<file path="src/include/decoder.svh">
`ifndef DECODER_SVH
`define DECODER_SVH

// operation groups, selected by grand_op
`define _ALU_GTYPE_LI   2'b00
`define _ALU_GTYPE_INT  2'b01
`define _ALU_GTYPE_SFT  2'b10
`define _ALU_GTYPE_CMP  2'b11

// logic group
`define _ALU_STYPE_NOR  2'b00
`define _ALU_STYPE_AND  2'b01
`define _ALU_STYPE_OR   2'b10
`define _ALU_STYPE_XOR  2'b11

// add/sub group, only op[1] is decoded
`define _ALU_STYPE_ADD  2'b00
`define _ALU_STYPE_SUB  2'b10

// shift group, 2'b11 falls back to sll
`define _ALU_STYPE_SLL  2'b00
`define _ALU_STYPE_SRL  2'b01
`define _ALU_STYPE_SRA  2'b10

// compare group, op[0] set means signed
`define _ALU_STYPE_SLTU 2'b00
`define _ALU_STYPE_SLT  2'b01

// immediate forms for builds without the add/sub group
`define _ALU_STYPE_LUI     2'b01
`define _ALU_STYPE_PCPLUS4 2'b10
`define _ALU_STYPE_PCADDUI 2'b11

`endif

</file>
<file path="src/hw/alu_pkg.sv">
`default_nettype none

package alu_pkg;

  // datapath width
  localparam int XLEN = 32;

  // tag carried from issue to result
  localparam int TAG_W = 4;

  // one issued operation
  // r0 is the second operand in sub, shifts and compares
  typedef struct packed {
    logic [TAG_W-1:0] tag;
    logic [1:0]       grand_op;
    logic [1:0]       op;
    logic [XLEN-1:0]  r0;
    logic [XLEN-1:0]  r1;
    logic [XLEN-1:0]  pc;
    logic [XLEN-1:0]  mul;
  } alu_req_t;

  // one finished operation, tag echoed back
  typedef struct packed {
    logic [TAG_W-1:0] tag;
    logic [XLEN-1:0]  res;
  } alu_rsp_t;

endpackage

`default_nettype wire

</file>
<file path="src/hw/core_detachable_alu.sv">
`default_nettype none

`include "decoder.svh"

module core_detachable_alu import alu_pkg::*; #(
  parameter bit USE_LI  = 1,
  parameter bit USE_INT = 1,
  parameter bit USE_MUL = 0,
  parameter bit USE_SFT = 1,
  parameter bit USE_CMP = 1
) (
  input  logic            clk,
  input  logic            rst_n_i,
  input  logic [XLEN-1:0] mul_i,
  input  logic [XLEN-1:0] r0_i,
  input  logic [XLEN-1:0] r1_i,
  input  logic [XLEN-1:0] pc_i,
  input  logic [1:0]      grand_op_i,
  input  logic [1:0]      op_i,
  output logic [XLEN-1:0] res_o
);

  // groups 0/1 and groups 2/3 form the two halves of the select
  localparam bit HAS_LOW  = USE_LI || USE_INT || USE_MUL;
  localparam bit HAS_HIGH = USE_SFT || USE_CMP;

  logic [XLEN-1:0] g0_result;
  logic [XLEN-1:0] g1_result;
  logic [XLEN-1:0] g2_result;
  logic [XLEN-1:0] g3_result;

  if (HAS_LOW && HAS_HIGH) begin : g_sel4
    always_comb begin
      case (grand_op_i)
        `_ALU_GTYPE_INT: res_o = g1_result;
        `_ALU_GTYPE_SFT: res_o = g2_result;
        `_ALU_GTYPE_CMP: res_o = g3_result;
        default:         res_o = g0_result;
      endcase
    end
  end else if (HAS_LOW) begin : g_sel2_low
    // only bit 0 matters with the upper half gone
    assign res_o = grand_op_i[0] ? g1_result : g0_result;
  end else if (HAS_HIGH) begin : g_sel2_high
    assign res_o = grand_op_i[0] ? g3_result : g2_result;
  end else begin : g_sel_none
    assign res_o = '0;
  end

  if (USE_LI) begin : g_li
    always_comb begin
      case (op_i)
        `_ALU_STYPE_NOR: g0_result = ~(r1_i | r0_i);
        `_ALU_STYPE_AND: g0_result = r1_i & r0_i;
        `_ALU_STYPE_OR:  g0_result = r1_i | r0_i;
        default:         g0_result = r1_i ^ r0_i;
      endcase
    end
  end else begin : g_no_li
    assign g0_result = '0;
  end

  if (USE_INT) begin : g_int
    // op[1] picks subtract
    assign g1_result = op_i[1] ? (r1_i - r0_i) : (r1_i + r0_i);
  end else if (USE_LI) begin : g_imm
    always_comb begin
      case (op_i)
        `_ALU_STYPE_PCPLUS4: g1_result = pc_i + XLEN'(4);
        `_ALU_STYPE_PCADDUI: g1_result = pc_i + r0_i;
        // lui
        default:             g1_result = {r0_i[19:0], 12'd0};
      endcase
    end
  end else if (USE_MUL) begin : g_mul
    // product computed outside, only muxed in here
    assign g1_result = mul_i;
  end else begin : g_no_int
    assign g1_result = '0;
  end

  if (USE_SFT) begin : g_sft
    always_comb begin
      case (op_i)
        `_ALU_STYPE_SRL: g2_result = r1_i >> r0_i[4:0];
        `_ALU_STYPE_SRA: g2_result = $signed(r1_i) >>> r0_i[4:0];
        default:         g2_result = r1_i << r0_i[4:0];
      endcase
    end
  end else begin : g_no_sft
    assign g2_result = '0;
  end

  if (USE_CMP) begin : g_cmp
    logic            is_signed;
    logic [XLEN:0]   a_ext;
    logic [XLEN:0]   b_ext;

    // sign or zero extend by one bit, then one signed compare covers slt and sltu
    assign is_signed = op_i[0];
    assign a_ext     = {r1_i[XLEN-1] & is_signed, r1_i};
    assign b_ext     = {r0_i[XLEN-1] & is_signed, r0_i};
    assign g3_result = {{(XLEN-1){1'b0}}, $signed(a_ext) < $signed(b_ext)};
  end else begin : g_no_cmp
    assign g3_result = '0;
  end

endmodule

`default_nettype wire

</file>
<file path="src/hw/alu_lane.sv">
`default_nettype none

module alu_lane import alu_pkg::*; #(
  parameter int LANE_DEPTH = 2,
  parameter bit USE_LI     = 1,
  parameter bit USE_INT    = 1,
  parameter bit USE_MUL    = 0,
  parameter bit USE_SFT    = 1,
  parameter bit USE_CMP    = 1
) (
  input  logic     clk,
  input  logic     rst_n_i,
  input  logic     push_i,
  input  alu_req_t req_i,
  output logic     credit_o,
  input  logic     grant_i,
  output logic     rsp_valid_o,
  output alu_rsp_t rsp_o
);

  localparam int PTR_W = (LANE_DEPTH > 1) ? $clog2(LANE_DEPTH) : 1;
  localparam int CNT_W = $clog2(LANE_DEPTH + 1);

  alu_req_t             queue_q [LANE_DEPTH];
  logic [PTR_W-1:0]     rd_ptr_q;
  logic [PTR_W-1:0]     wr_ptr_q;
  logic [CNT_W-1:0]     count_q;
  alu_req_t             head;
  logic [XLEN-1:0]      alu_res;
  logic                 pop;
  logic                 rsp_valid_q;
  alu_rsp_t             rsp_q;

  assign head = queue_q[rd_ptr_q];

  // head moves into the result register when it is free or being drained
  assign pop      = (count_q != '0) && (!rsp_valid_q || grant_i);
  assign credit_o = pop;

  core_detachable_alu #(
    .USE_LI  (USE_LI),
    .USE_INT (USE_INT),
    .USE_MUL (USE_MUL),
    .USE_SFT (USE_SFT),
    .USE_CMP (USE_CMP)
  ) u_alu (
    .clk        (clk),
    .rst_n_i    (rst_n_i),
    .mul_i      (head.mul),
    .r0_i       (head.r0),
    .r1_i       (head.r1),
    .pc_i       (head.pc),
    .grand_op_i (head.grand_op),
    .op_i       (head.op),
    .res_o      (alu_res)
  );

  always_ff @(posedge clk) begin
    if (push_i) begin
      queue_q[wr_ptr_q] <= req_i;
    end
    if (pop) begin
      rsp_q <= '{tag: head.tag, res: alu_res};
    end
  end

  always_ff @(posedge clk or negedge rst_n_i) begin
    if (!rst_n_i) begin
      rd_ptr_q    <= '0;
      wr_ptr_q    <= '0;
      count_q     <= '0;
      rsp_valid_q <= 1'b0;
    end else begin
      if (push_i) begin
        wr_ptr_q <= (wr_ptr_q == PTR_W'(LANE_DEPTH - 1)) ? '0 : wr_ptr_q + 1'b1;
      end
      if (pop) begin
        rd_ptr_q <= (rd_ptr_q == PTR_W'(LANE_DEPTH - 1)) ? '0 : rd_ptr_q + 1'b1;
      end
      count_q <= count_q + CNT_W'(push_i) - CNT_W'(pop);
      if (pop) begin
        rsp_valid_q <= 1'b1;
      end else if (grant_i) begin
        rsp_valid_q <= 1'b0;
      end
    end
  end

  assign rsp_valid_o = rsp_valid_q;
  assign rsp_o       = rsp_q;

endmodule

`default_nettype wire

</file>
<file path="src/hw/issue_dispatch.sv">
`default_nettype none

module issue_dispatch import alu_pkg::*; #(
  parameter int NUM_LANES  = 3,
  parameter int LANE_DEPTH = 2
) (
  input  logic                 clk,
  input  logic                 rst_n_i,
  input  logic                 req_valid_i,
  input  alu_req_t             req_i,
  output logic                 req_ready_o,
  output logic [NUM_LANES-1:0] lane_push_o,
  output alu_req_t             lane_req_o,
  input  logic [NUM_LANES-1:0] lane_credit_i
);

  localparam int LANE_W = (NUM_LANES > 1) ? $clog2(NUM_LANES) : 1;
  localparam int CNT_W  = $clog2(LANE_DEPTH + 1);

  logic [CNT_W-1:0]     credit_q [NUM_LANES];
  logic [NUM_LANES-1:0] has_credit;
  logic [LANE_W-1:0]    last_q;
  logic [LANE_W-1:0]    sel;
  logic                 accept;

  always_comb begin
    for (int i = 0; i < NUM_LANES; i++) begin
      has_credit[i] = (credit_q[i] != '0);
    end
  end

  // first lane with credit after the last one used
  always_comb begin
    int   idx;
    logic found;
    found = 1'b0;
    sel   = last_q;
    for (int i = 1; i <= NUM_LANES; i++) begin
      idx = int'(last_q) + i;
      if (idx >= NUM_LANES) begin
        idx = idx - NUM_LANES;
      end
      if (!found && has_credit[idx]) begin
        found = 1'b1;
        sel   = LANE_W'(idx);
      end
    end
  end

  assign req_ready_o = |has_credit;
  assign accept      = req_valid_i && req_ready_o;
  assign lane_req_o  = req_i;

  always_comb begin
    lane_push_o = '0;
    if (accept) begin
      lane_push_o[sel] = 1'b1;
    end
  end

  always_ff @(posedge clk or negedge rst_n_i) begin
    if (!rst_n_i) begin
      // start so that lane 0 is picked first
      last_q <= LANE_W'(NUM_LANES - 1);
      for (int i = 0; i < NUM_LANES; i++) begin
        credit_q[i] <= CNT_W'(LANE_DEPTH);
      end
    end else begin
      if (accept) begin
        last_q <= sel;
      end
      // push and return in one cycle cancel out
      for (int i = 0; i < NUM_LANES; i++) begin
        credit_q[i] <= credit_q[i] + CNT_W'(lane_credit_i[i]) - CNT_W'(lane_push_o[i]);
      end
    end
  end

endmodule

`default_nettype wire

</file>
<file path="src/hw/result_collect.sv">
`default_nettype none

module result_collect import alu_pkg::*; #(
  parameter int NUM_LANES   = 3,
  parameter int OUT_CREDITS = 2
) (
  input  logic                 clk,
  input  logic                 rst_n_i,
  input  logic [NUM_LANES-1:0] lane_valid_i,
  input  alu_rsp_t             lane_rsp_i [NUM_LANES],
  output logic [NUM_LANES-1:0] lane_grant_o,
  output logic                 res_valid_o,
  output alu_rsp_t             res_o,
  input  logic                 res_credit_i
);

  localparam int LANE_W = (NUM_LANES > 1) ? $clog2(NUM_LANES) : 1;
  localparam int CNT_W  = $clog2(OUT_CREDITS + 1);

  logic [CNT_W-1:0]  out_cnt_q;
  logic [LANE_W-1:0] last_q;
  logic [LANE_W-1:0] sel;
  logic              found;
  logic              grant;

  // next valid lane after the last one drained
  always_comb begin
    int idx;
    found = 1'b0;
    sel   = last_q;
    for (int i = 1; i <= NUM_LANES; i++) begin
      idx = int'(last_q) + i;
      if (idx >= NUM_LANES) begin
        idx = idx - NUM_LANES;
      end
      if (!found && lane_valid_i[idx]) begin
        found = 1'b1;
        sel   = LANE_W'(idx);
      end
    end
  end

  // no credit, no grant
  assign grant = found && (out_cnt_q != '0);

  always_comb begin
    lane_grant_o = '0;
    if (grant) begin
      lane_grant_o[sel] = 1'b1;
    end
  end

  always_ff @(posedge clk) begin
    if (grant) begin
      res_o <= lane_rsp_i[sel];
    end
  end

  always_ff @(posedge clk or negedge rst_n_i) begin
    if (!rst_n_i) begin
      out_cnt_q   <= CNT_W'(OUT_CREDITS);
      last_q      <= LANE_W'(NUM_LANES - 1);
      res_valid_o <= 1'b0;
    end else begin
      res_valid_o <= grant;
      out_cnt_q   <= out_cnt_q + CNT_W'(res_credit_i) - CNT_W'(grant);
      if (grant) begin
        last_q <= sel;
      end
    end
  end

endmodule

`default_nettype wire

</file>
<file path="src/hw/exec_cluster.sv">
`default_nettype none

module exec_cluster import alu_pkg::*; #(
  parameter int NUM_LANES   = 3,
  parameter int LANE_DEPTH  = 2,
  parameter int OUT_CREDITS = 2,
  parameter bit USE_LI      = 1,
  parameter bit USE_INT     = 1,
  parameter bit USE_MUL     = 0,
  parameter bit USE_SFT     = 1,
  parameter bit USE_CMP     = 1
) (
  input  logic     clk,
  input  logic     rst_n_i,
  input  logic     req_valid_i,
  input  alu_req_t req_i,
  output logic     req_ready_o,
  output logic     res_valid_o,
  output alu_rsp_t res_o,
  input  logic     res_credit_i
);

  logic [NUM_LANES-1:0] lane_push;
  alu_req_t             lane_req;
  logic [NUM_LANES-1:0] lane_credit;
  logic [NUM_LANES-1:0] lane_valid;
  alu_rsp_t             lane_rsp [NUM_LANES];
  logic [NUM_LANES-1:0] lane_grant;

  issue_dispatch #(
    .NUM_LANES  (NUM_LANES),
    .LANE_DEPTH (LANE_DEPTH)
  ) u_dispatch (
    .clk           (clk),
    .rst_n_i       (rst_n_i),
    .req_valid_i   (req_valid_i),
    .req_i         (req_i),
    .req_ready_o   (req_ready_o),
    .lane_push_o   (lane_push),
    .lane_req_o    (lane_req),
    .lane_credit_i (lane_credit)
  );

  for (genvar i = 0; i < NUM_LANES; i++) begin : g_lane
    alu_lane #(
      .LANE_DEPTH (LANE_DEPTH),
      .USE_LI     (USE_LI),
      .USE_INT    (USE_INT),
      .USE_MUL    (USE_MUL),
      .USE_SFT    (USE_SFT),
      .USE_CMP    (USE_CMP)
    ) u_lane (
      .clk         (clk),
      .rst_n_i     (rst_n_i),
      .push_i      (lane_push[i]),
      .req_i       (lane_req),
      .credit_o    (lane_credit[i]),
      .grant_i     (lane_grant[i]),
      .rsp_valid_o (lane_valid[i]),
      .rsp_o       (lane_rsp[i])
    );
  end

  result_collect #(
    .NUM_LANES   (NUM_LANES),
    .OUT_CREDITS (OUT_CREDITS)
  ) u_collect (
    .clk          (clk),
    .rst_n_i      (rst_n_i),
    .lane_valid_i (lane_valid),
    .lane_rsp_i   (lane_rsp),
    .lane_grant_o (lane_grant),
    .res_valid_o  (res_valid_o),
    .res_o        (res_o),
    .res_credit_i (res_credit_i)
  );

endmodule

`default_nettype wire

</file>
<file path="config.mk">
export PLATFORM = sky130hd
export DESIGN_NAME = exec_cluster
export DESIGN_NICKNAME = d
export VERILOG_FILES = /design/src/hw/alu_pkg.sv /design/src/hw/core_detachable_alu.sv /design/src/hw/alu_lane.sv /design/src/hw/issue_dispatch.sv /design/src/hw/result_collect.sv /design/src/hw/exec_cluster.sv
export VERILOG_INCLUDE_DIRS = /design/src /design/src/include
export SDC_FILE = /design/constraint.sdc
export NUM_CORES = 2
export LEC_CHECK = 0
export ABC_AREA = 1
export BUFFER_PORTS_ARGS = -buffer_cell sky130_fd_sc_hd__buf_2
export CORE_UTILIZATION = 35
export CTS_BUF_LIST = sky130_fd_sc_hd__clkbuf_4 sky130_fd_sc_hd__clkbuf_8 sky130_fd_sc_hd__clkbuf_16
export CTS_CLUSTER_SIZE = 25
export DETAILED_ROUTE_END_ITERATION = 6
export PLACE_DENSITY_LB_ADDON = 0.3
export SLEW_MARGIN = 15
export SYNTH_ARGS = -nofsm -noshare
export SYNTH_HDL_FRONTEND = slang
export SYNTH_SLANG_ARGS = --single-unit
</file>
<file path="constraint.sdc">
create_clock -name clk -period 9.5 [get_ports clk]
set_input_delay 1.9 -clock clk [delete_from_list [all_inputs] [get_ports clk]]
set_output_delay 1.9 -clock clk [all_outputs]
set_load 0.02 [all_outputs]
</file>
# Word-level counts from Yosys, hierarchy flattened
# Memory sizes are Yosys's and may differ from the RTL's.
# Cells that the tools add are included.
[totals]
reg_bits = 172
ram_bits = 816
inputBits = 140
memories = 3
[memory_table]
columns = ["memory", "words", "width", "rd", "rd_clocked_by_memory_dff", "wr", "line", "text"]
rows = [
  ["g_lane[0].u_lane.queue_q", 2, 136, 1, 0, 1, "alu_lane.sv:24", "alu_req_t queue_q [LANE_DEPTH];"],
  ["g_lane[1].u_lane.queue_q", 2, 136, 1, 0, 1, "alu_lane.sv:24", ""],
  ["g_lane[2].u_lane.queue_q", 2, 136, 1, 0, 1, "alu_lane.sv:24", ""],
]
[classes]
add_sub_neg = 38
magnitude_cmp = 20
n_eq_ne = 15
n_shift = 9
n_mux = 74
bitwise_logic = 19
reduce_logical = 35
[op_table]
columns = ["op", "count"]
rows = [
  ["one-hot mux 32 bit (3 select lines)", 6],
  ["2-to-1 mux 32 bit", 9],
  [">= comparator 32 x 3 -> 1 bit (second input constant)", 6],
  ["< comparator 32 x 4 -> 1 bit (second input constant)", 6],
  ["one-hot mux 32 bit (2 select lines)", 3],
  ["subtractor 32 x 3 -> 32 bit (second input constant)", 6],
  ["< comparator 33 bit", 3],
  ["adder 32 bit", 3],
  ["AND 32 bit", 3],
  ["NOT 32 bit", 3],
  ["bitwise OR 32 bit", 3],
  ["<< shifter 32 x 5 -> 32 bit", 3],
  ["right shift 32 x 5 -> 32 bit", 3],
  [">>> shifter 32 x 5 -> 32 bit", 3],
  ["subtractor 32 bit", 3],
  ["bitwise XOR 32 bit", 3],
  ["binary-select mux 36 bit (select 2 bit)", 1],
  ["2-to-1 mux 36 bit", 2],
  ["2-to-1 mux 1 bit", 37],
  ["nonzero test 2 bit", 10],
  ["equality test 2 bit (second input constant)", 9],
  ["adder 2 x 1 -> 2 bit", 7],
  ["subtractor 2 x 1 -> 2 bit", 7],
  ["adder 2 x 2 -> 3 bit (second input constant)", 4],
  ["17 further kinds", 67],
]

# Longest topological paths before layout
[depth]
depth_word = 22
depth_mapped = 28

# Cells and area by module
# A second synthesis with hierarchy kept.
[hier_totals]
hier_cells = 8690
area_unflattened_um2 = 68595.8
[by_module_without_submodules]
columns = ["mod", "instances", "cells_each", "area_per_inst_um2", "seq_area_each_um2"]
rows = [
  ["alu_lane", 3, 779, 11369.7, 9374.0],
  ["core_detachable_alu (g_lane[1].u_lane.u_alu)", 1, 1950, 10067.2, 0.0],
  ["core_detachable_alu (g_lane[2].u_lane.u_alu)", 1, 1895, 9957.0, 0.0],
  ["core_detachable_alu (g_lane[0].u_lane.u_alu)", 1, 1886, 9746.8, 0.0],
  ["result_collect", 1, 393, 2927.8, 1208.7],
  ["issue_dispatch", 1, 229, 1788.0, 205.2],
]

# Worst setup path after synthesis
# Ideal clock, no wire load.
[synth_timing]
path_kind = "input to register"
from = "input req_valid_i"
to = "memory g_lane[2].u_lane.queue_q[0][100] in the netlist's numbering, enable pin"
setup_ns = 0.503
arrival_ns = 5.358
t_required_ns = 8.997
path_slack_ns = 3.639
stages = 4
n_path_buf = 0
path_cell_list = "nand2_1 -> nor2_1 -> nand3_1 -> nor2_1"
[synth_between]
elab_chain_cells = 4
[synth_lines]
columns = ["element", "line", "text"]
rows = [
  ["start: declaration", "exec_cluster.sv:15", "input logic req_valid_i,"],
  ["logical AND 1 bit", "issue_dispatch.sv:51", "assign accept = req_valid_i && req_ready_o;"],
  ["2-to-1 mux 3 bit", "issue_dispatch.sv:56", "if (accept) begin"],
  ["2-to-1 mux 1 bit", "alu_lane.sv:59", "if (push_i) begin"],
  ["2-to-1 mux 1 bit (implied by the code)", "alu_lane.sv:60", "queue_q[wr_ptr_q] <= req_i;"],
  ["end: declaration", "alu_lane.sv:24", ""],
]
# Every way passes these cells.

# Worst setup path after layout
[layout_timing]
from = "register g_lane[0].u_lane.rd_ptr_q"
to = "register g_lane[0].u_lane.rsp_q (netlist bit g_lane[0].u_lane.rsp_o[17]), data pin"
[layout_between]
elab_chain_cells = 5
[layout_lines]
columns = ["element", "line", "text"]
rows = [
  ["start: declaration", "alu_lane.sv:25", "logic [PTR_W-1:0] rd_ptr_q;"],
  ["start signal: assignment", "alu_lane.sv:78", "rd_ptr_q <= (rd_ptr_q == PTR_W'(LANE_DEPTH - 1)) ? '0 : rd_ptr_q + 1'b1;"],
  ["memory (2 x 136 bit) (*)", "--", ""],
  ["branches (longest 3 deep; another with adder 32 bit)", "--", ""],
  ["one-hot mux 32 bit (3 select lines) (*)", "core_detachable_alu.sv:34", "case (grand_op_i)"],
  ["net g_lane[0].u_lane.alu_res[17]", "alu_lane.sv:29", "logic [XLEN-1:0] alu_res;"],
  ["end signal: assignment", "alu_lane.sv:63", "rsp_q <= '{tag: head.tag, res: alu_res};"],
  ["end: declaration", "alu_lane.sv:32", "alu_rsp_t rsp_q;"],
]
# Mark *: on every way through the listed nets, which the timed path passes.
# A chain may end at the register's enable or synchronous reset.

==> results.md <==
* Status: finished with violations
* Failing checks: DRC
* Crit share post-route at 0.654
* Starting Density at 0.354
* Seq/Total Area, Yosys at 0.348
* Die area at 149,000 um2
* First-pass GRT wire length at 335 mm
* Floorplan row count at 140
* Post-Synthesis Cells at 7,144
* DRT Wirelength at 236 mm
* CTS H-Tree Depth at 3
* Ys Warns at 0
* WHS Path Cells at 1
* Routability cong. at 1.04
* Net Count, Synth at approximately 7,700
* Min Clock Period, post-route at between 6 and 7 ns
* CTS tree: built
* Max-Cap Viols at 0
* Post-CTS setup buffers at 0
* Area of the multi-input gates at 29,900 um2
* Initial antenna violation count at 18
* Synth-to-layout area growth at 8.82%
* Worst Skew at 0.0318 ns
* CTS clock-pin slew for the worst setup and hold paths at 0.06 ns
* Core footprint at 146,000 um2
* Synth area leaders: edfxtp_1 33%, nand2_1 17%, ha_1 10%
* Worst hold slack at between 0.5 and 0.6 ns
* First DRT Iteration DRCs at 6,540
* FF-to-FF path depth at 20
* Global route overflow at 0
* Worst hold path type: reg2reg
* Largest net degree at the start of global routing at 84
* Most area-hungry cell type in the Yosys netlist: edfxtp_1
* Max-slew violations at 0
* Unrepaired setup endpoints after global routing: false
* I/O Pins at roughly 180
* CP Class: reg2reg
* Cell variety after synth at 61
* DR vias at 51,996
* Synth Register Bits at 604
* Die Span X at 386 um
* # fillers at roughly 15,000
* Vias in the first global route at 47,441
* CP Max Fanout at 71
* Share of the synthesized area in the top cell type at 0.335
* CTS Root Buffer Type: clkbuf_16
* Nets at 7,660
* Crit start category: flip-flop
* Deepest clock path buffer count at 3
* Fmax at 0.161 GHz
* CTS Sinks at 604
* Remaining DRCs at 6
* Chip Height at 386 um
* Final setup vio count at 0
* Mapped Avg Cell Area at 7.23 um2
* Synthesized area at 51,700 um2
* TNS Setup at 0 ns
* 1st-pass router iterations at 7
* Headroom to the max-slew limit at 0.190
* Number of flops mapped to enable cells by yosys at 576
* DR vias/cell at about 5.7
* Critical Path Sink Type: flip-flop
* Worst-skew pair later-pin latency at about 0.69 ns
* All-Layer GR Usage at 0.310
* Asr flop ratio synth at 0.0464
* Slew @ Worst Pin at 1.20 ns
* Final HPWL DP at 181 mm
* Post-CTS Hold Buffers at 0
* ANT nets after route at 0
* Ratio of cells with drive above 1 in the final layout at 0.0808
* Synth Flop Type: edfxtp_1
* Storage cell area at approximately 18,000 um2
* Worst path required time at around 10 ns
* Resized cells post-CTS at 0
* TritonCTS buffer count at 72
* IO buf count at between 100 and 150
* WP data arrival at 6.61 ns
* WL/cell at 26.0 um
* Final hold vios at 0
## layout make-up
type,count,share of cell area
sequential,604,0.320
antenna,4,0.000178
multi-input combinational,5620,0.531
timing repair buffer,210,0.0232
clock inverter,41,0.00783
tap,1917,0.0427
clock buffer,88,0.0349
inverter,590,0.0394
## cells in the final DEF, fill, tap and decap left out, types with 91 or more instances in the layout
cell	n
nand2_1	2324
nand3_1	992
edfxtp_1	576
inv_1	547
ha_1	418
a21oi_1	402
nor2_1	387
o21ai_0	241
o211ai_1	166
buf_2	113
buf_4	96
xor2_1	91
## worst paths after layout
path,start,slack (ns),to
setup / recovery,g_lane[0].u_lane.rd_ptr_q,3.29,g_lane[0].u_lane.rsp_o[17]
hold / removal,u_dispatch.credit_q[2],0.51,u_dispatch.credit_q[2]
setup reg to reg,g_lane[0].u_lane.rd_ptr_q,3.29,g_lane[0].u_lane.rsp_o[17]
hold reg to reg,u_dispatch.credit_q[2],0.51,u_dispatch.credit_q[2]
max in group asynchronous,rst_n_i,7.79,g_lane[0].u_lane.rd_ptr_q
min in group asynchronous,rst_n_i,1.23,u_collect.res_valid_o
## synth_stat cells (all sizes together), types with 22 or more instances
library cell / count
a21o: 24
a21oi: 404
buf: 212
clkbuf: 118
dfrtp: 22
edfxtp: 576
ha: 419
inv: 586
nand2: 2374
nand3: 999
nand4: 57
nor2: 429
nor3: 69
o211ai: 166
o21ai: 351
o31ai: 41
or2: 69
xor2: 91
## critical path, cell delays in order (launching register included)
cell,delay (ns)
dfrtp_4,0.43
buf_4,0.53
buf_4,0.65
nand2_1,0.21
o21ai_4,0.10
buf_4,0.62
ha_1,0.35
nand3_2,0.12
nor2_4,0.16
nand3_4,0.13
nand2_1,0.11
xor2_1,0.10
ha_1,0.39
nand2_1,0.11
nor2_1,0.23
nand2_1,0.08
o21ai_0,0.55
a21boi_0,0.22
or2_2,0.32
nand3_1,0.23
nand3_1,0.13
## metrics by stage
| stage | setup slack [ns] | util | area (um2) | std cells |
|---|---|---|---|---|
| after global routing | 2.95 | 0.385 | 56200 | 9070 |
| after global placement | 3.40 | 0.368 | 53800 | 8941 |
| after CTS | 3.35 | 0.385 | 56200 | 9070 |
| after floorplan | 3.64 | - | 51700 | 7144 |
| final | 3.29 | 0.385 | 56200 | 9074 |
| after detailed placement | 3.42 | 0.368 | 53800 | 8941 |
## registers in the layout (all words and copies together) (netlist names)
name,cells
g_lane.u_lane.queue_q,432
g_lane.u_lane.rsp_o,108
u_collect.res_o,36
g_lane.u_lane.count_q,6
u_dispatch.credit_q,6
g_lane.u_lane.rd_ptr_q,3
g_lane.u_lane.rsp_valid_o,3
g_lane.u_lane.wr_ptr_q,3
u_collect.last_q,2
u_collect.out_cnt_q,2
u_dispatch.last_q,2
u_collect.res_valid_o,1
## metal layers
layer  up-vias  track usage  wire (um)
met4        10        0.178      15500
met5         -            0         76
met2      2828        0.456      98200
li1      24034            -          -
met1     24647        0.416      97400
met3       477       0.0690      24900
## cell families (layout without fill, tap and decap cells)
| family | after synthesis | in the layout | share of synthesized area |
|---|---|---|---|
| compound gates | 1064 | 1064 | 0.121 |
| flops | 604 | 604 | 0.348 |
| fa+ha+maj | 422 | 422 | 0.103 |
| simple gates | 4028 | 4028 | 0.334 |
| buf+inv | 920 | 929 | 0.0758 |
| xor+xnor | 106 | 106 | 0.0180 |
| other cells | 0 | 4 | 0 |
Power is left out: the tool's default activity adds up to more than one toggle a clock period on the data nets, which glitch-free logic cannot reach.
